**src/rtl/eth_tx_pkg.sv**
```systemverilog
// addresses and ports are fixed per board; edit here and rebuild for a different board
package eth_tx_pkg;

    localparam logic [47:0] board_mac       = 48'h00_11_22_33_44_55;
    localparam logic [31:0] board_ip        = {8'd192, 8'd168, 8'd1, 8'd10};
    localparam logic [47:0] default_des_mac = 48'hff_ff_ff_ff_ff_ff;  // broadcast
    localparam logic [31:0] default_des_ip  = {8'd192, 8'd168, 8'd1, 8'd102};
    localparam logic [15:0] board_port      = 16'd1234;
    localparam logic [15:0] des_port        = 16'd5678;

    localparam logic [15:0] ip_ethertype    = 16'h0800;
    localparam logic [15:0] arp_ethertype   = 16'h0806;
    localparam logic [15:0] arp_htype       = 16'h0001;     // ethernet hardware type
    localparam logic [15:0] arp_hlen_plen   = 16'h0604;     // mac 6 bytes, ip 4 bytes
    localparam logic [15:0] ip_ver_tos      = 16'h4500;     // ipv4, 5 words, tos 0
    localparam logic [7:0]  ip_ttl          = 8'h80;
    localparam logic [7:0]  ip_proto_udp    = 8'd17;
    localparam logic [15:0] ip_flags_df     = 16'h4000;
    localparam logic [31:0] crc_poly        = 32'hedb8_8320; // reflected ethernet poly

    // 46-byte ethernet body minus ip and udp headers
    localparam logic [15:0] min_payload     = 16'd18;
    localparam logic [15:0] ip_udp_head_len = 16'd28;

    localparam logic [15:0] preamble_len    = 16'd8;
    localparam logic [15:0] eth_head_len    = 16'd14;
    localparam logic [15:0] ip_head_len     = 16'd20;
    localparam logic [15:0] udp_head_len    = 16'd8;
    localparam logic [15:0] arp_data_len    = 16'd28;       // arp fields before zero pad
    localparam logic [15:0] arp_body_len    = 16'd46;
    localparam logic [15:0] crc_len         = 16'd4;
    localparam logic [15:0] ifg_len         = 16'd12;
    localparam logic [15:0] out_pipe_delay  = 16'd2;        // sequencer to gmii_txd
    localparam logic [15:0] payload_lead    = 16'd2;        // source latency plus sample reg

    typedef enum logic [1:0] {
        kind_none = 2'd0,
        kind_arp  = 2'd1,
        kind_udp  = 2'd3
    } frame_kind_e;

    typedef enum logic [3:0] {
        st_idle,
        st_preamble,
        st_eth_head,
        st_ip_head,
        st_udp_head,
        st_payload,
        st_arp_body,
        st_crc,
        st_ifg
    } tx_state_e;

endpackage

```
**src/rtl/crc32_gen.sv**
```systemverilog
// reflected crc-32 from all ones; output is already inverted and valid the cycle after en
`timescale 1ns/10ps

module crc32_gen
    import eth_tx_pkg::*;
(
    input  logic        clk,
    input  logic        rst_n,
    input  logic        clr,
    input  logic        en,
    input  logic [7:0]  data,
    output logic [31:0] crc
);

    logic [31:0] crc_reg;

    function automatic logic [31:0] crc_byte(input logic [31:0] c, input logic [7:0] d);
        logic [31:0] r;
        r = c ^ {24'd0, d};
        for (int i = 0; i < 8; i++) begin
            r = r[0] ? ((r >> 1) ^ crc_poly) : (r >> 1);   // lsb first
        end
        return r;
    endfunction

    always_ff @(posedge clk) begin
        if (!rst_n || clr) begin
            crc_reg <= 32'hffff_ffff;
        end else if (en) begin
            crc_reg <= crc_byte(crc_reg, data);
        end
    end

    assign crc = ~crc_reg;

endmodule

```
**src/rtl/frame_request_decode.sv**
```systemverilog
// request fields are sampled only on an accepted start; zero mac or ip selects both defaults
`timescale 1ns/10ps

module frame_request_decode
    import eth_tx_pkg::*;
(
    input  logic        clk,
    input  logic        rst_n,
    input  logic        tx_start,
    input  logic [1:0]  tx_kind,
    input  logic        arp_op,
    input  logic [47:0] des_mac,
    input  logic [31:0] des_ip,
    input  logic [15:0] payload_len,
    input  logic        idle,
    input  logic        frame_done,
    output frame_kind_e frame_kind,
    output logic        arp_op_r,
    output logic [47:0] dest_mac_r,
    output logic [31:0] dest_ip_r,
    output logic [15:0] payload_len_r,
    output logic [15:0] pad_len,
    output logic [15:0] ip_total_len,
    output logic [15:0] ip_ident
);

    logic        kind_ok;
    logic        accept;
    logic        use_given;
    logic [15:0] body_len;

    assign kind_ok   = (tx_kind == kind_arp) || (tx_kind == kind_udp);
    assign accept    = tx_start && idle && kind_ok;
    assign use_given = (des_mac != 48'd0) && (des_ip != 32'd0);
    assign body_len  = (payload_len >= min_payload) ? payload_len : min_payload;

    // kind of the latest accepted frame
    always_ff @(posedge clk) begin
        if (!rst_n) begin
            frame_kind <= kind_none;
        end else if (accept) begin
            frame_kind <= frame_kind_e'(tx_kind);
        end
    end

    // request fields, held for the whole frame
    always_ff @(posedge clk) begin
        if (accept) begin
            arp_op_r      <= arp_op;
            dest_mac_r    <= use_given ? des_mac : default_des_mac;
            dest_ip_r     <= use_given ? des_ip : default_des_ip;
            payload_len_r <= payload_len;
            pad_len       <= body_len - payload_len;       // zero when no pad
            ip_total_len  <= body_len + ip_udp_head_len;
        end
    end

    // ip identification advances once per udp frame
    always_ff @(posedge clk) begin
        if (!rst_n) begin
            ip_ident <= 16'd0;
        end else if (frame_done && frame_kind == kind_udp) begin
            ip_ident <= ip_ident + 16'd1;
        end
    end

endmodule

```
**src/rtl/ip_checksum_unit.sv**
```systemverilog
// inputs must stay stable for the 12 cycles after start; result is held until the next start
`timescale 1ns/10ps

module ip_checksum_unit
    import eth_tx_pkg::*;
(
    input  logic        clk,
    input  logic        rst_n,
    input  logic        start,
    input  logic [15:0] ip_total_len,
    input  logic [15:0] ip_ident,
    input  logic [31:0] dest_ip,
    output logic [15:0] checksum
);

    logic        busy;
    logic [3:0]  step;
    logic [19:0] sum;       // ten 16-bit words cannot overflow 20 bits
    logic [15:0] word;

    // header words in wire order, checksum field as zero
    always_comb begin
        case (step)
            4'd0:    word = ip_ver_tos;
            4'd1:    word = ip_total_len;
            4'd2:    word = ip_ident;
            4'd3:    word = ip_flags_df;
            4'd4:    word = {ip_ttl, ip_proto_udp};
            4'd6:    word = board_ip[31:16];
            4'd7:    word = board_ip[15:0];
            4'd8:    word = dest_ip[31:16];
            4'd9:    word = dest_ip[15:0];
            default: word = 16'h0000;
        endcase
    end

    always_ff @(posedge clk) begin
        if (!rst_n) begin
            busy <= 1'b0;
            step <= 4'd0;
        end else if (start) begin
            busy <= 1'b1;
            step <= 4'd1;
        end else if (busy) begin
            step <= (step == 4'd12) ? 4'd0 : step + 4'd1;
            busy <= (step != 4'd12);
        end
    end

    // steps 1..9 add, 10 and 11 fold carries, 12 stores
    always_ff @(posedge clk) begin
        if (start) begin
            sum <= {4'd0, word};                           // step is 0 here
        end else if (busy && step < 4'd10) begin
            sum <= sum + {4'd0, word};
        end else if (busy && step < 4'd12) begin
            sum <= {4'd0, sum[15:0]} + {16'd0, sum[19:16]};
        end else if (busy) begin
            checksum <= ~sum[15:0];
        end
    end

endmodule

```
**src/rtl/frame_sequencer.sv**
```systemverilog
// one byte per clock with no back-pressure; payload source must answer payload_req one cycle late
`timescale 1ns/10ps

module frame_sequencer
    import eth_tx_pkg::*;
(
    input  logic        clk,
    input  logic        rst_n,
    input  logic        tx_start,
    input  logic [1:0]  tx_kind,
    input  frame_kind_e frame_kind,
    input  logic        arp_op_r,
    input  logic [47:0] dest_mac_r,
    input  logic [31:0] dest_ip_r,
    input  logic [15:0] payload_len_r,
    input  logic [15:0] pad_len,
    input  logic [15:0] ip_total_len,
    input  logic [15:0] ip_ident,
    input  logic [15:0] checksum,
    input  logic [7:0]  payload_data,
    output logic        idle,
    output tx_state_e   state,
    output logic [15:0] byte_cnt,
    output logic [7:0]  frame_byte,
    output logic        byte_valid,
    output logic        crc_en,
    output logic        checksum_start,
    output logic        payload_req,
    output logic        frame_done
);

    logic         accept;
    logic         end_cnt;
    logic         req_next;
    logic [15:0]  cnt_last;
    logic [15:0]  udp_len;
    logic [111:0] eth_hdr;
    logic [159:0] ip_hdr;
    logic [63:0]  udp_hdr;
    logic [223:0] arp_hdr;

    assign idle   = (state == st_idle);
    assign accept = idle && tx_start && (tx_kind == kind_arp || tx_kind == kind_udp);

    assign udp_len = payload_len_r + pad_len + udp_head_len;
    assign eth_hdr = {dest_mac_r, board_mac,
                      (frame_kind == kind_udp) ? ip_ethertype : arp_ethertype};
    assign ip_hdr  = {ip_ver_tos, ip_total_len, ip_ident, ip_flags_df,
                      ip_ttl, ip_proto_udp, checksum, board_ip, dest_ip_r};
    assign udp_hdr = {board_port, des_port, udp_len, 16'h0000};  // no udp checksum
    assign arp_hdr = {arp_htype, ip_ethertype, arp_hlen_plen,
                      8'h00, arp_op_r ? 8'h02 : 8'h01,
                      board_mac, board_ip, dest_mac_r, dest_ip_r};

    // last count of each state
    always_comb begin
        case (state)
            st_preamble: cnt_last = preamble_len - 16'd1;
            st_eth_head: cnt_last = eth_head_len - 16'd1;
            st_ip_head:  cnt_last = ip_head_len - 16'd1;
            st_udp_head: cnt_last = udp_head_len - 16'd1;
            st_payload:  cnt_last = payload_len_r + pad_len - 16'd1;
            st_arp_body: cnt_last = arp_body_len - 16'd1;
            st_crc:      cnt_last = crc_len - 16'd1;
            // wire gap starts late by the output pipeline
            st_ifg:      cnt_last = ifg_len + out_pipe_delay - 16'd1;
            default:     cnt_last = 16'd0;
        endcase
    end

    assign end_cnt        = !idle && (byte_cnt == cnt_last);
    assign checksum_start = (state == st_eth_head) && (byte_cnt == 16'd0);

    always_ff @(posedge clk) begin
        if (!rst_n) begin
            byte_cnt <= 16'd0;
        end else if (end_cnt || idle) begin
            byte_cnt <= 16'd0;
        end else begin
            byte_cnt <= byte_cnt + 16'd1;
        end
    end

    always_ff @(posedge clk) begin
        if (!rst_n) begin
            state <= st_idle;
        end else if (accept) begin
            state <= st_preamble;
        end else if (end_cnt) begin
            case (state)
                st_preamble: state <= st_eth_head;
                st_eth_head: state <= (frame_kind == kind_udp) ? st_ip_head : st_arp_body;
                st_ip_head:  state <= st_udp_head;
                st_udp_head: state <= st_payload;
                st_payload:  state <= st_crc;
                st_arp_body: state <= st_crc;
                st_crc:      state <= st_ifg;
                default:     state <= st_idle;
            endcase
        end
    end

    // byte for the current slot, one cycle behind the counter
    always_ff @(posedge clk) begin
        case (state)
            st_preamble: frame_byte <= (byte_cnt == cnt_last) ? 8'hd5 : 8'h55;
            st_eth_head: frame_byte <= eth_hdr[8*(13 - byte_cnt[3:0]) +: 8];
            st_ip_head:  frame_byte <= ip_hdr[8*(19 - byte_cnt[4:0]) +: 8];
            st_udp_head: frame_byte <= udp_hdr[8*(7 - byte_cnt[2:0]) +: 8];
            st_arp_body: frame_byte <= (byte_cnt < arp_data_len) ?
                                       arp_hdr[8*(27 - byte_cnt[4:0]) +: 8] : 8'h00;
            st_payload:  frame_byte <= (byte_cnt < payload_len_r) ? payload_data : 8'h00;
            default:     frame_byte <= 8'h00;
        endcase
    end

    // request leads its slot by payload_lead cycles
    always_comb begin
        req_next = 1'b0;
        if (frame_kind == kind_udp) begin
            if (state == st_udp_head && byte_cnt >= udp_head_len - payload_lead) begin
                req_next = (byte_cnt - (udp_head_len - payload_lead)) < payload_len_r;
            end else if (state == st_payload) begin
                req_next = ({1'b0, byte_cnt} + {1'b0, payload_lead}) < {1'b0, payload_len_r};
            end
        end
    end

    always_ff @(posedge clk) begin
        if (!rst_n) begin
            byte_valid  <= 1'b0;
            crc_en      <= 1'b0;
            payload_req <= 1'b0;
            frame_done  <= 1'b0;
        end else begin
            byte_valid  <= !idle && state != st_crc && state != st_ifg;
            crc_en      <= !idle && state != st_preamble && state != st_crc && state != st_ifg;
            payload_req <= req_next;
            frame_done  <= (state == st_crc) && end_cnt;   // one pulse per frame
        end
    end

endmodule

```
**src/rtl/gmii_output_stage.sv**
```systemverilog
// gmii_txd lags the sequencer by two cycles; crc bytes follow the last data byte without a gap
`timescale 1ns/10ps

module gmii_output_stage
    import eth_tx_pkg::*;
(
    input  logic        clk,
    input  logic        rst_n,
    input  tx_state_e   state,
    input  logic [15:0] byte_cnt,
    input  logic [7:0]  frame_byte,
    input  logic        byte_valid,
    input  logic        crc_en,
    output logic        gmii_tx_en,
    output logic [7:0]  gmii_txd
);

    tx_state_e   state_d;
    logic [1:0]  cnt_d;         // crc byte index
    logic [31:0] crc;

    crc32_gen u_crc (
        .clk   (clk),
        .rst_n (rst_n),
        .clr   (state == st_preamble),
        .en    (crc_en),
        .data  (frame_byte),
        .crc   (crc)
    );

    // align state with frame_byte
    always_ff @(posedge clk) begin
        if (!rst_n) begin
            state_d <= st_idle;
            cnt_d   <= 2'd0;
        end else begin
            state_d <= state;
            cnt_d   <= byte_cnt[1:0];
        end
    end

    always_ff @(posedge clk) begin
        if (!rst_n) begin
            gmii_tx_en <= 1'b0;
            gmii_txd   <= 8'h00;
        end else begin
            gmii_tx_en <= byte_valid || (state_d == st_crc);
            if (byte_valid) begin
                gmii_txd <= frame_byte;
            end else if (state_d == st_crc) begin
                gmii_txd <= crc[8*cnt_d +: 8];            // least significant byte first
            end else begin
                gmii_txd <= 8'h00;
            end
        end
    end

endmodule

```
**src/rtl/eth_tx_top.sv**
```systemverilog
// rdy is combinational; the upstream must sample it on a clock edge before raising tx_start
`timescale 1ns/10ps

module eth_tx_top
    import eth_tx_pkg::*;
(
    input  logic        clk,
    input  logic        rst_n,
    input  logic        tx_start,
    input  logic [1:0]  tx_kind,
    input  logic        arp_op,
    input  logic [47:0] des_mac,
    input  logic [31:0] des_ip,
    input  logic [15:0] payload_len,
    input  logic [7:0]  payload_data,
    output logic        rdy,
    output logic [1:0]  busy_kind,
    output logic        payload_req,
    output logic        gmii_tx_en,
    output logic [7:0]  gmii_txd
);

    frame_kind_e frame_kind;
    tx_state_e   state;
    logic        arp_op_r;
    logic [47:0] dest_mac_r;
    logic [31:0] dest_ip_r;
    logic [15:0] payload_len_r;
    logic [15:0] pad_len;
    logic [15:0] ip_total_len;
    logic [15:0] ip_ident;
    logic [15:0] checksum;
    logic [15:0] byte_cnt;
    logic [7:0]  frame_byte;
    logic        idle;
    logic        frame_done;
    logic        checksum_start;
    logic        byte_valid;
    logic        crc_en;

    assign rdy       = !tx_start && idle;
    assign busy_kind = idle ? kind_none : frame_kind;

    frame_request_decode u_decode (
        .clk           (clk),
        .rst_n         (rst_n),
        .tx_start      (tx_start),
        .tx_kind       (tx_kind),
        .arp_op        (arp_op),
        .des_mac       (des_mac),
        .des_ip        (des_ip),
        .payload_len   (payload_len),
        .idle          (idle),
        .frame_done    (frame_done),
        .frame_kind    (frame_kind),
        .arp_op_r      (arp_op_r),
        .dest_mac_r    (dest_mac_r),
        .dest_ip_r     (dest_ip_r),
        .payload_len_r (payload_len_r),
        .pad_len       (pad_len),
        .ip_total_len  (ip_total_len),
        .ip_ident      (ip_ident)
    );

    ip_checksum_unit u_checksum (
        .clk          (clk),
        .rst_n        (rst_n),
        .start        (checksum_start),
        .ip_total_len (ip_total_len),
        .ip_ident     (ip_ident),
        .dest_ip      (dest_ip_r),
        .checksum     (checksum)
    );

    frame_sequencer u_sequencer (
        .clk            (clk),
        .rst_n          (rst_n),
        .tx_start       (tx_start),
        .tx_kind        (tx_kind),
        .frame_kind     (frame_kind),
        .arp_op_r       (arp_op_r),
        .dest_mac_r     (dest_mac_r),
        .dest_ip_r      (dest_ip_r),
        .payload_len_r  (payload_len_r),
        .pad_len        (pad_len),
        .ip_total_len   (ip_total_len),
        .ip_ident       (ip_ident),
        .checksum       (checksum),
        .payload_data   (payload_data),
        .idle           (idle),
        .state          (state),
        .byte_cnt       (byte_cnt),
        .frame_byte     (frame_byte),
        .byte_valid     (byte_valid),
        .crc_en         (crc_en),
        .checksum_start (checksum_start),
        .payload_req    (payload_req),
        .frame_done     (frame_done)
    );

    gmii_output_stage u_output (
        .clk        (clk),
        .rst_n      (rst_n),
        .state      (state),
        .byte_cnt   (byte_cnt),
        .frame_byte (frame_byte),
        .byte_valid (byte_valid),
        .crc_en     (crc_en),
        .gmii_tx_en (gmii_tx_en),
        .gmii_txd   (gmii_txd)
    );

endmodule

```
**config.mk**
```make
export PLATFORM = sky130hd
export DESIGN_NAME = eth_tx_top
export DESIGN_NICKNAME = d
export VERILOG_FILES = /design/src/rtl/eth_tx_pkg.sv /design/src/rtl/crc32_gen.sv /design/src/rtl/frame_request_decode.sv /design/src/rtl/ip_checksum_unit.sv /design/src/rtl/frame_sequencer.sv /design/src/rtl/gmii_output_stage.sv /design/src/rtl/eth_tx_top.sv
export SDC_FILE = /design/constraint.sdc
export NUM_CORES = 1
export LEC_CHECK = 0
export BUFFER_PORTS_ARGS = -buffer_cell sky130_fd_sc_hd__buf_2
export CAP_MARGIN = 10
export CORE_MARGIN = 4
export CORE_UTILIZATION = 35
export CTS_BUF_LIST = sky130_fd_sc_hd__clkbuf_4
export CTS_CLUSTER_DIAMETER = 80
export DETAILED_ROUTE_END_ITERATION = 10
export PLACE_DENSITY_LB_ADDON = 0.1
export SYNTH_ARGS = -nofsm -noshare
export SYNTH_HDL_FRONTEND = slang
export SYNTH_SLANG_ARGS = --single-unit
```
**constraint.sdc**
```tcl
create_clock -name clk -period 6.25 [get_ports clk]
set_clock_uncertainty 0.1 [all_clocks]
set_input_delay 0.625 -clock clk [delete_from_list [all_inputs] [get_ports clk]]
set_output_delay 0.625 -clock clk [all_outputs]
set_load 0.1 [all_outputs]
```
==> results of run 1 <==
[cell usage after synthesis (all sizes together) (57+ instances only)]
cell | number | share of area [%]
a21oi | 113 | 3.1
clkbuf | 97 | 2.0
dfxtp | 106 | 12
edfxtp | 161 | 26
ha | 96 | 6.5
inv | 89 | 1.8
nand2 | 225 | 4.6
nand3 | 57 | 1.6
nor2 | 163 | 3.3
o21ai | 131 | 3.6
or2 | 64 | 2.2
xnor2 | 124 | 5.9
xor2 | 73 | 3.5
[worst max-delay path: stages, from the launching register on]
cell and delay (ns):
edfxtp_1 0.34, ha_1 0.21, inv_1 0.07, fa_1 0.40
and2b_1 0.27, o22ai_1 0.11, xnor2_1 0.53, inv_1 0.10
ha_1 0.23, nand2_1 0.14, xor2_1 0.19, nor3_1 0.06
a311oi_1 0.27, nand4_1 0.13, a211oi_1 0.23, nand4_1 0.18
nor4_4 0.64, nand3b_2 0.45, nor2_1 0.09
[area by class of cell]
type / instances / area (um^2)
diodes: 1 / 2.50
clock buffers: 125 / 938
clock inverters: 21 / 118
fillers: 5254 / 30200
inverters: 92 / 345
multi-input cells: 1595 / 10700
flip-flops and latches: 267 / 6960
well taps: 680 / 851
repair buffers: 227 / 1600
[cells by family (layout without fill, tap and decap cells)]
kind of cell               Yosys count  count (layout)  synth area share, %
xor gates and xnor gates           197             197                 9.37
AOI/OAI and AO/OA                  448             448                 15.6
adders and majority gates           99              99                 6.85
and+or+nand+nor                    770             770                 21.0
DFF                                267             267                 37.8
buffers and inverters              213             465                 4.40
other                                1               7               0.0204
muxes                               75              75                 4.98
[stage by stage]
step / instance area (um^2) / hold WS (ns) / total power, mW / instances
final: 21500 / 0.0904 / 7.63 / 3008
after global placement: 19600 / 0.398 / 5.83 / 2779
after detailed placement: 19600 / 0.411 / 5.85 / 2779
after CTS: 21500 / 0.00406 / 7.70 / 3007
after floorplan: 18400 / 0.379 / 5.00 / 2075
after global routing: 21500 / 0.0283 / 8.19 / 3008
[worst max path at each step]
stage,cells past startpoint,end
global route,18,u_sequencer.byte_cnt[12]
global placement,18,u_sequencer.byte_cnt[11]
floorplan,7,u_decode.frame_kind[1]
detailed placement,18,u_sequencer.byte_cnt[3]
finish,18,u_sequencer.byte_cnt[14]
CTS,18,u_sequencer.byte_cnt[12]
[power groups by stage]
| stage | clock, mW | sequential (mW) | combinational, mW |
|---|---|---|---|
| after floorplan | 0 | 2.40 | 2.60 |
| after global placement | 0 | 2.49 | 3.34 |
| after detailed placement | 0 | 2.49 | 3.35 |
| after CTS | 1.83 | 2.46 | 3.42 |
| after global routing | 1.92 | 2.49 | 3.78 |
| final | 1.75 | 2.46 | 3.42 |
[layer usage]
layer	vias up	share of wire (%)	global-route usage, %
met5	-	0	0
met4	0	3.2	7.91
met2	530	44	32.7
li1	7857	-	-
met3	106	6.1	4.32
met1	7709	47	29.5
[timing repair]
item,CTS,global route
hold buffers,82,0
hold endpoints to repair,83,0
gates resized for setup,0,0
==> out/metrics.csv, run 1 <==
metric;value;unit
Die Ht;237;um
CTS Sinks;267;
Worst VDD drop;0.000204;V
Flop pwr share;32.2;%
Primary FF master, synth;edfxtp_1;
Seq/Total Area, Yosys;37.8;%
Core Region;51700;um^2
Comb pwr share;44.9;%
DRC;0;
drt total wl;60900;um
vias in the first global route;16000;
Max-slew headroom;24.4;%
Starting Density;35.6;%
Net Sw Frac;40.4;%
most frequent cells in the layout;225 x nand2_1, 163 x nor2_1, 161 x edfxtp_1;
hold path endpoint;u_decode.dest_ip_r[0];
Vias/cell;5.39;
Final Hold Fails;0;
Clock Path Buffers;3;
critical path type;reg2reg;
clk_lat worst skew;0.78;ns
Static Leakage;8.46;nW
Die ar.;56300;um^2
most common cell after layout, fill and taps aside;nand2_1;
Seq cells post-synth;267;
hold_sp;des_ip[0];
YS warnings;0;
switching power;3.08;mW
EDFF count, synth;161;
CTS Buf Count;80;
cells after synthesis;2070;
CP Max Fanout;16;
Nets;2472;
Post-synth ARST share;0;%
Largest register FFs;48;
worst slack at placement;1.42;ns
Worst Hold Depth;3;
R2R depth;18;
Clock Pin Slew Worst Setup and Hold Paths;0.06;ns
post-CTS setup buffer count;0;
TritonCTS clock tree;done;
Critical Path RT;6.80;ns
fin crit share;78.0;%
Post-Syn Area per Cell;8.90;um^2
Util after Layout;41.6;%
crit path time final;4.88;ns
setup ws final;1.37;ns
Int Pwr;4.55;mW
FF-to-FF setup slack;1.37;ns
worst slew pin tran;1.13;ns
first-pass GRT wire length;93900;um
initial drt markers;1246;
Fmax;205;MHz
TritonRoute pass-1 iters;5;
antenna violations before repair;1;
GRT overflow;0;
status;finished, final reports clean;
share of cells above drive strength 1;16.9;%
Max Slew Vio Count;0;
largest net degree at the start of global routing;81;
IO Count;123;
Critical Path Source;u_decode.payload_len_r[0];
CP arrival;5.43;ns
Hold Path Class;in2reg;
gr usage total;21.2;%
drt wl/cell;20.2;um
Max-Cap Viols;0;
DIE WIDTH;237;um
CTS H-tree depth;3;
via total after detailed routing;16200;
Clk network pwr share;22.9;%
post-route ant nets;0;
Placer Congestion;0.940;
Pwr Density;354;nW/um^2
Reg-to-Reg Start;u_decode.payload_len_r[0];
Unique masters post-synth;93;
# port buffers;122;
Cell Area, Synth;18400;um^2
CP Capture Type;flip-flop;
Site Rows;83;
unrepaired setup endpoints after global routing;no;
Setup TNS Final;0;ns
post-DP HPWL;44600;um
clock root buffer;clkbuf_4;
crit path launch type;flip-flop;
final setup fails;0;
Critical R2R Capture;u_sequencer.byte_cnt[14];
Area Growth Syn to Fin;16.9;%
(Power assumes the default switching activity.)
==> inputs of run 2 (changes only) <==
==> constraint.sdc (replaced) <==
create_clock -name clk -period 4.41 [get_ports clk]
set_clock_uncertainty 0.1 [all_clocks]
set_input_delay 0.441 -clock clk [delete_from_list [all_inputs] [get_ports clk]]
set_output_delay 0.441 -clock clk [all_outputs]
set_load 0.1 [all_outputs]
==> run 2 against run 1 <==
  * Sequential power rose by 41%
  * Die area did not move
  * Fmax rose by 16%
  * Core utilization rose by 1.2 points
  * Wire length rose by 0.46%
  * Hold slack improved by 0.0037 ns
  * Register-to-register slack got worse by 1.2 ns
  * Cell count rose by 1.9%
  * Final area rose by 2.8%
  * Clock power rose by 39%
  * Combinational power rose by 46%
  * Critical endpoint is now u_sequencer.state[0]
==> out/metrics.csv, run 2 (same netlist as run 1, synthesis figures left out) <==
metric;value;unit;change
status;finished, final reports clean;;unchanged
highest-delay cell along the critical path;nor4b_4;;was nor4_4
Setup TNS Final;0;ns;unchanged
DIE WIDTH;237;um;unchanged
drt total wl;61200;um;was 60900 um
clock root buffer;clkbuf_4;;unchanged
Critical Path Source;u_decode.payload_len_r[0];;unchanged
Worst Hold Depth;3;;unchanged
setup ws final;0.224;ns;was 1.37 ns
Die ar.;56300;um^2;unchanged
Core Region;51700;um^2;unchanged
Largest register FFs;48;;unchanged
DRC;0;;unchanged
fin crit share;94.9;%;was 78.0%
final setup fails;0;;unchanged
first-pass GRT wire length;94800;um;was 93900 um
Pwr Total;10.9;mW;was 7.63 mW
largest net degree at the start of global routing;112;;was 81
TritonRoute pass-1 iters;6;;was 5
drt wl/cell;20.0;um;was 20.2 um
CTS Sinks;267;;unchanged
clk_lat worst skew;0.81;ns;was 0.78 ns
CP arrival;4.79;ns;was 5.43 ns
area occupied by multi-input gates;10800;um^2;was 10700 um^2
Final Hold Fails;0;;unchanged
crit-path max cell delay;0.43;ns;was 0.64 ns
Max Slew Vio Count;0;;unchanged
Critical R2R Capture;u_sequencer.state[0];;was u_sequencer.byte_cnt[14]
Placer Congestion;0.907;;was 0.940
Site Rows;83;;unchanged
IO Count;123;;unchanged
crit path time final;4.19;ns;was 4.88 ns
Fillers;5157;;was 5254
Reg-to-Reg Start;u_decode.payload_len_r[0];;unchanged
placed instance area;19900;um^2;was 19600 um^2
critical path type;reg2reg;;unchanged
worst slew pin tran;1.16;ns;was 1.13 ns
CP delay by family, top;simple AND/OR/NAND/NOR gates;;unchanged
Clock Path Buffers;3;;unchanged
crit-path cells;ha_2, inv_1, fa_1, and2b_2, o21a_1, o21ai_1, a211o_4, nor4b_4, nand4b_2, o31a_1, o21ai_2, xnor2_1, nor4_4, buf_6, nor3b_1, o311a_1;;was ha_1, inv_1, fa_1, and2b_1, o22ai_1, xnor2_1, inv_1, ha_1, nand2_1, xor2_1, nor3_1, a311oi_1, nand4_1, a211oi_1, nand4_1, nor4_4, nand3b_2, nor2_1
Pwr Density;494;nW/um^2;was 354 nW/um^2
Final Cell Area;22100;um^2;was 21500 um^2
Cells after DPL;2816;;was 2779
R2R depth;16;;was 18
Critical Path RT;5.02;ns;was 6.80 ns
Nets;2531;;was 2472
Vias/cell;5.36;;was 5.39
antenna violations before repair;3;;was 1
hold_sp;tx_start;;was des_ip[0]
Max-Cap Viols;0;;unchanged
CP Max Fanout;8;;was 16
TritonCTS clock tree;done;;unchanged
post-DP HPWL;45400;um;was 44600 um
# port buffers;122;;unchanged
share of cells above drive strength 1;18.3;%;was 16.9%
Area Growth Syn to Fin;20.2;%;was 16.9%
gr usage total;21.4;%;was 21.2%
CP Capture Type;flip-flop;;unchanged
hold path endpoint;u_sequencer.state[2];;was u_decode.dest_ip_r[0]
Register Area;6960;um^2;about the same
WHS;0.0942;ns;was 0.0904 ns
crit path launch type;flip-flop;;unchanged
FF-to-FF setup slack;0.22;ns;was 1.37 ns
initial drt markers;1101;;was 1246
via total after detailed routing;16400;;was 16.2k
Fmax;239;MHz;was 205 MHz
Util after Layout;42.8;%;was 41.6%
worst slack at placement;0.167;ns;was 1.42 ns
most frequent cells in the layout;225 x nand2_1, 163 x nor2_1, 161 x edfxtp_1;;unchanged
Clock Pin Slew Worst Setup and Hold Paths;0.06;ns;about the same
most common cell after layout, fill and taps aside;nand2_1;;unchanged
post-route ant nets;0;;unchanged
Die Ht;237;um;unchanged
CTS Buf Count;76;;was 80
Worst VDD drop;0.000297;V;was 0.000204 V
Finished Layout Cells;3064;;was 3008
Starting Density;35.6;%;unchanged
Bufs and invs on worst path;2;;unchanged
GRT overflow;0;;unchanged
CTS H-tree depth;3;;unchanged
Max-slew headroom;22.2;%;was 24.4%
vias in the first global route;16200;;was 16.0k
Static Leakage;8.75;nW;was 8.46 nW
Hold Path Class;in2reg;;unchanged
-- run 2: changes by cell type in the layout (fill, tap and decap cells not counted), moves of 4 or more --
| cell | delta |
|---|---|
| o21ai_0 | -4 |
| dlygate4sd3_1 | +25 |
| o21ai_1 | +4 |
| clkbuf_4 | -7 |
| buf_4 | +35 |
-- run 2: worst min-delay path, cell delays in order --
cell and delay, ns:
buf_2 0.09, and3_4 0.30, nor4b_2 0.07
-- run 2: where the power goes --
part	internal (mW)	total (mW)	switching [mW]	leakage, nW
logic	2.11	5.00	2.89	5.79
clock network	1.34	2.44	1.10	0.604
registers	3.12	3.48	0.363	2.35
total	6.56	10.9	4.36	8.75
-- run 2: how the worst max path moves through the flow --
| stage | slack, ns | end | cells after the start |
|---|---|---|---|
| 2_1_floorplan | 0.17 | u_checksum.sum[16] | 23 |
| 3_3_place_gp | 0.25 | u_sequencer.state[2] | 16 |
| 3_5_place_dp | 0.17 | u_sequencer.state[0] | 16 |
| 4_1_cts | 0.15 | u_sequencer.state[0] | 16 |
| 5_1_grt | -0.02 | u_sequencer.state[2] | 16 |
| 6_report | 0.22 | u_sequencer.state[0] | 16 |
-- run 2: final cells by class --
class / instances / share of cell area (%)
Antenna cell: 2 / 0.0226
Clock buffer: 118 / 4.00
Clock inverter: 20 / 0.645
Inverter: 92 / 1.56
Multi-Input combinational cell: 1595 / 48.6
Sequential cell: 267 / 31.5
Tap cell: 680 / 3.85
Timing Repair Buffer: 290 / 9.80
-- run 2: layer usage --
metal / part of all wire [%] / vias up / global-route usage, %
met5: 0.021 / - / 0
met4: 3.1 / 2 / 7.61
met3: 6.6 / 117 / 4.95
met2: 44 / 548 / 33.5
met1: 46 / 7804 / 29.0
li1: - / 7955 / -
-- run 2: repair_timing --
action	4_1_cts	5_1_grt
setup buffers	0	1
resized for setup	0	21
hold buffers	107	0
endpoints found under the setup margin	0	28
endpoints found under the hold margin	128	0
==> inputs of run 3 (changes only) <==
--- a/config.mk
+++ b/config.mk
@@ -7,7 +7,6 @@
 export LEC_CHECK = 0
 export BUFFER_PORTS_ARGS = -buffer_cell sky130_fd_sc_hd__buf_2
 export CAP_MARGIN = 10
-export CORE_MARGIN = 4
 export CORE_UTILIZATION = 35
 export CTS_BUF_LIST = sky130_fd_sc_hd__clkbuf_4
 export CTS_CLUSTER_DIAMETER = 80
==> run 3 against run 2 <==
  * Flip-flop and latch count did not move
  * Worst setup slack got worse by 0.032 ns
  * Critical path depth decreased by 2
  * Wire length grew 0.66%
==> out/metrics.csv, run 3 (same netlist as run 1, synthesis figures left out) <==
metric;value;unit;change
Fmax;237;MHz;was 239 MHz
Placer Congestion;0.926;;was 0.907
via total after detailed routing;16400;;about the same
most frequent cells in the layout;225 x nand2_1, 163 x nor2_1, 161 x edfxtp_1;;unchanged
CTS H-tree depth;3;;unchanged
DIE WIDTH;231;um;was 237 um
antenna violations before repair;2;;was 3
Max-slew headroom;34.3;%;was 22.2%
Site Rows;83;;unchanged
CTS Buf Count;80;;was 76
Clk network pwr share;22.5;%;was 22.3%
Hold Path Class;in2reg;;unchanged
first-pass GRT wire length;95000;um;was 94800 um
CP Capture Type;flip-flop;;unchanged
Max Slew Vio Count;0;;unchanged
Final Hold Fails;0;;unchanged
Largest register FFs;48;;unchanged
Clock Pin Slew Worst Setup and Hold Paths;0.06;ns;about the same
placed instance area;20000;um^2;was 19900 um^2
Core Region;51600;um^2;was 51700 um^2
Static Leakage;8.80;nW;was 8.75 nW
worst slack at placement;0.144;ns;was 0.167 ns
Comb pwr share;45.6;%;was 45.8%
post-route ant nets;0;;unchanged
post-DP HPWL;45200;um;was 45400 um
Vias/cell;5.35;;was 5.36
area occupied by multi-input gates;10800;um^2;about the same
DRC;0;;unchanged
Net Sw Frac;39.9;%;about the same
CP arrival;4.77;ns;was 4.79 ns
fin crit share;95.7;%;was 94.9%
Fillers;5085;;was 5157
Register Area;6960;um^2;about the same
setup ws final;0.192;ns;was 0.224 ns
initial drt markers;1149;;was 1101
Max-Cap Viols;0;;unchanged
Clock Path Buffers;3;;unchanged
unrepaired setup endpoints after global routing;yes;;
gr usage total;23.2;%;was 21.4%
CP Max Fanout;8;;unchanged
Int Pwr;6.60;mW;was 6.56 mW
TritonCTS clock tree;done;;unchanged
Final Cell Area;22200;um^2;was 22100 um^2
IO Count;123;;unchanged
clk_lat worst skew;0.82;ns;was 0.81 ns
Area Growth Syn to Fin;20.5;%;was 20.2%
worst slew pin tran;0.978;ns;was 1.16 ns
largest net degree at the start of global routing;134;;was 112
WHS;0.114;ns;was 0.0942 ns
# port buffers;122;;unchanged
Nets;2542;;was 2531
Util after Layout;43.0;%;was 42.8%
drt total wl;61600;um;was 61200 um
clock root buffer;clkbuf_4;;unchanged
CTS Sinks;267;;unchanged
Worst VDD drop;0.000296;V;was 0.000297 V
status;finished, final reports clean;;unchanged
TritonRoute pass-1 iters;5;;was 6
switching power;4.39;mW;was 4.36 mW
crit path launch type;flip-flop;;unchanged
drt wl/cell;20.0;um;about the same
GRT overflow;0;;unchanged
most common cell after layout, fill and taps aside;nand2_1;;unchanged
Critical Path RT;4.96;ns;was 5.02 ns
vias in the first global route;16200;;about the same
share of cells above drive strength 1;18.4;%;was 18.3%
critical path type;reg2reg;;unchanged
Die ar.;53500;um^2;was 56300 um^2
Pwr Density;495;nW/um^2;was 494 nW/um^2
Die Ht;231;um;was 237 um
Starting Density;35.7;%;was 35.6%
crit path time final;4.22;ns;was 4.19 ns
Flop pwr share;32.0;%;was 31.9%
final setup fails;0;;unchanged
[run 3: changes by cell type in the layout (fill, tap and decap cells not counted), moves of 2 or more]
cell,previous run,this run
xor2_1,73,71
clkinv_1,16,23
clkinvlp_4,2,0
buf_4,58,67
clkbuf_4,118,111
nor4_2,4,2
clkinv_2,2,6
xor2_2,0,2
[run 3: stage by stage]
step	std cells	TNS (ns)	total power, mW
floorplan	2075	0	7.07
global placement	2821	0	8.38
detailed placement	2821	0	8.40
CTS	3068	0	11.0
global route	3073	-0.0105	11.8
finish	3074	0	11.0
[run 3: power by group through the flow]
stage / Combinational (mW) / Sequential, mW / Clock (mW)
after global routing: 5.53 / 3.55 / 2.71
after detailed placement: 4.84 / 3.56 / 0
after global placement: 4.82 / 3.56 / 0
after floorplan: 3.69 / 3.38 / 0
after CTS: 4.94 / 3.51 / 2.57
final: 5.01 / 3.51 / 2.47
[run 3: path summary, 6_finish.rpt]
check / start / endpoint / slack, ns / cells after the start
worst max-delay path: u_decode.payload_len_r[1] / u_sequencer.state[2] / 0.19 / 14
worst min-delay path: rst_n / u_output.gmii_tx_en / 0.11 / 3
worst max register to register: u_decode.payload_len_r[1] / u_sequencer.state[2] / 0.19 / 14
worst min register to register: u_output.u_crc.crc_reg[17] / u_output.u_crc.crc_reg[17] / 0.42 / 2
[run 3: critical path, stage by stage (launching register included)]
cell and delay (ns):
edfxtp_1 0.40, ha_1 0.35, a211oi_2 0.35, nor2_1 0.15
o311a_1 0.39, a2111o_1 0.45, a32oi_2 0.25, nand2_1 0.11
nor4_1 0.33, o31ai_1 0.11, a32o_1 0.25, nor4_4 0.37
buf_6 0.19, mux2i_2 0.23, nor4b_2 0.07
[run 3: per-layer routing]
layer | GRT usage [%] | routed length, um
met1 | 31.3 | 28300
met2 | 36.3 | 27400
met3 | 4.31 | 3790
met4 | 9.54 | 2080
met5 | 0 | 0
[run 3: area by class of cell]
| cell class | instances | area share (%) |
|---|---|---|
| inverter | 92 | 1.56 |
| clock buffer | 111 | 3.76 |
| tap | 680 | 3.84 |
| clock inverter | 30 | 0.919 |
| multi-input combinational | 1595 | 48.6 |
| timing repair buffer | 297 | 9.94 |
| sequential | 267 | 31.4 |
| antenna | 2 | 0.0226 |
[run 3: timing repair]
item	CTS	global route
resized for setup	0	18
setup buffers	0	4
hold buffers	106	0
hold endpoints to repair	125	0
endpoints found under the setup margin	0	26
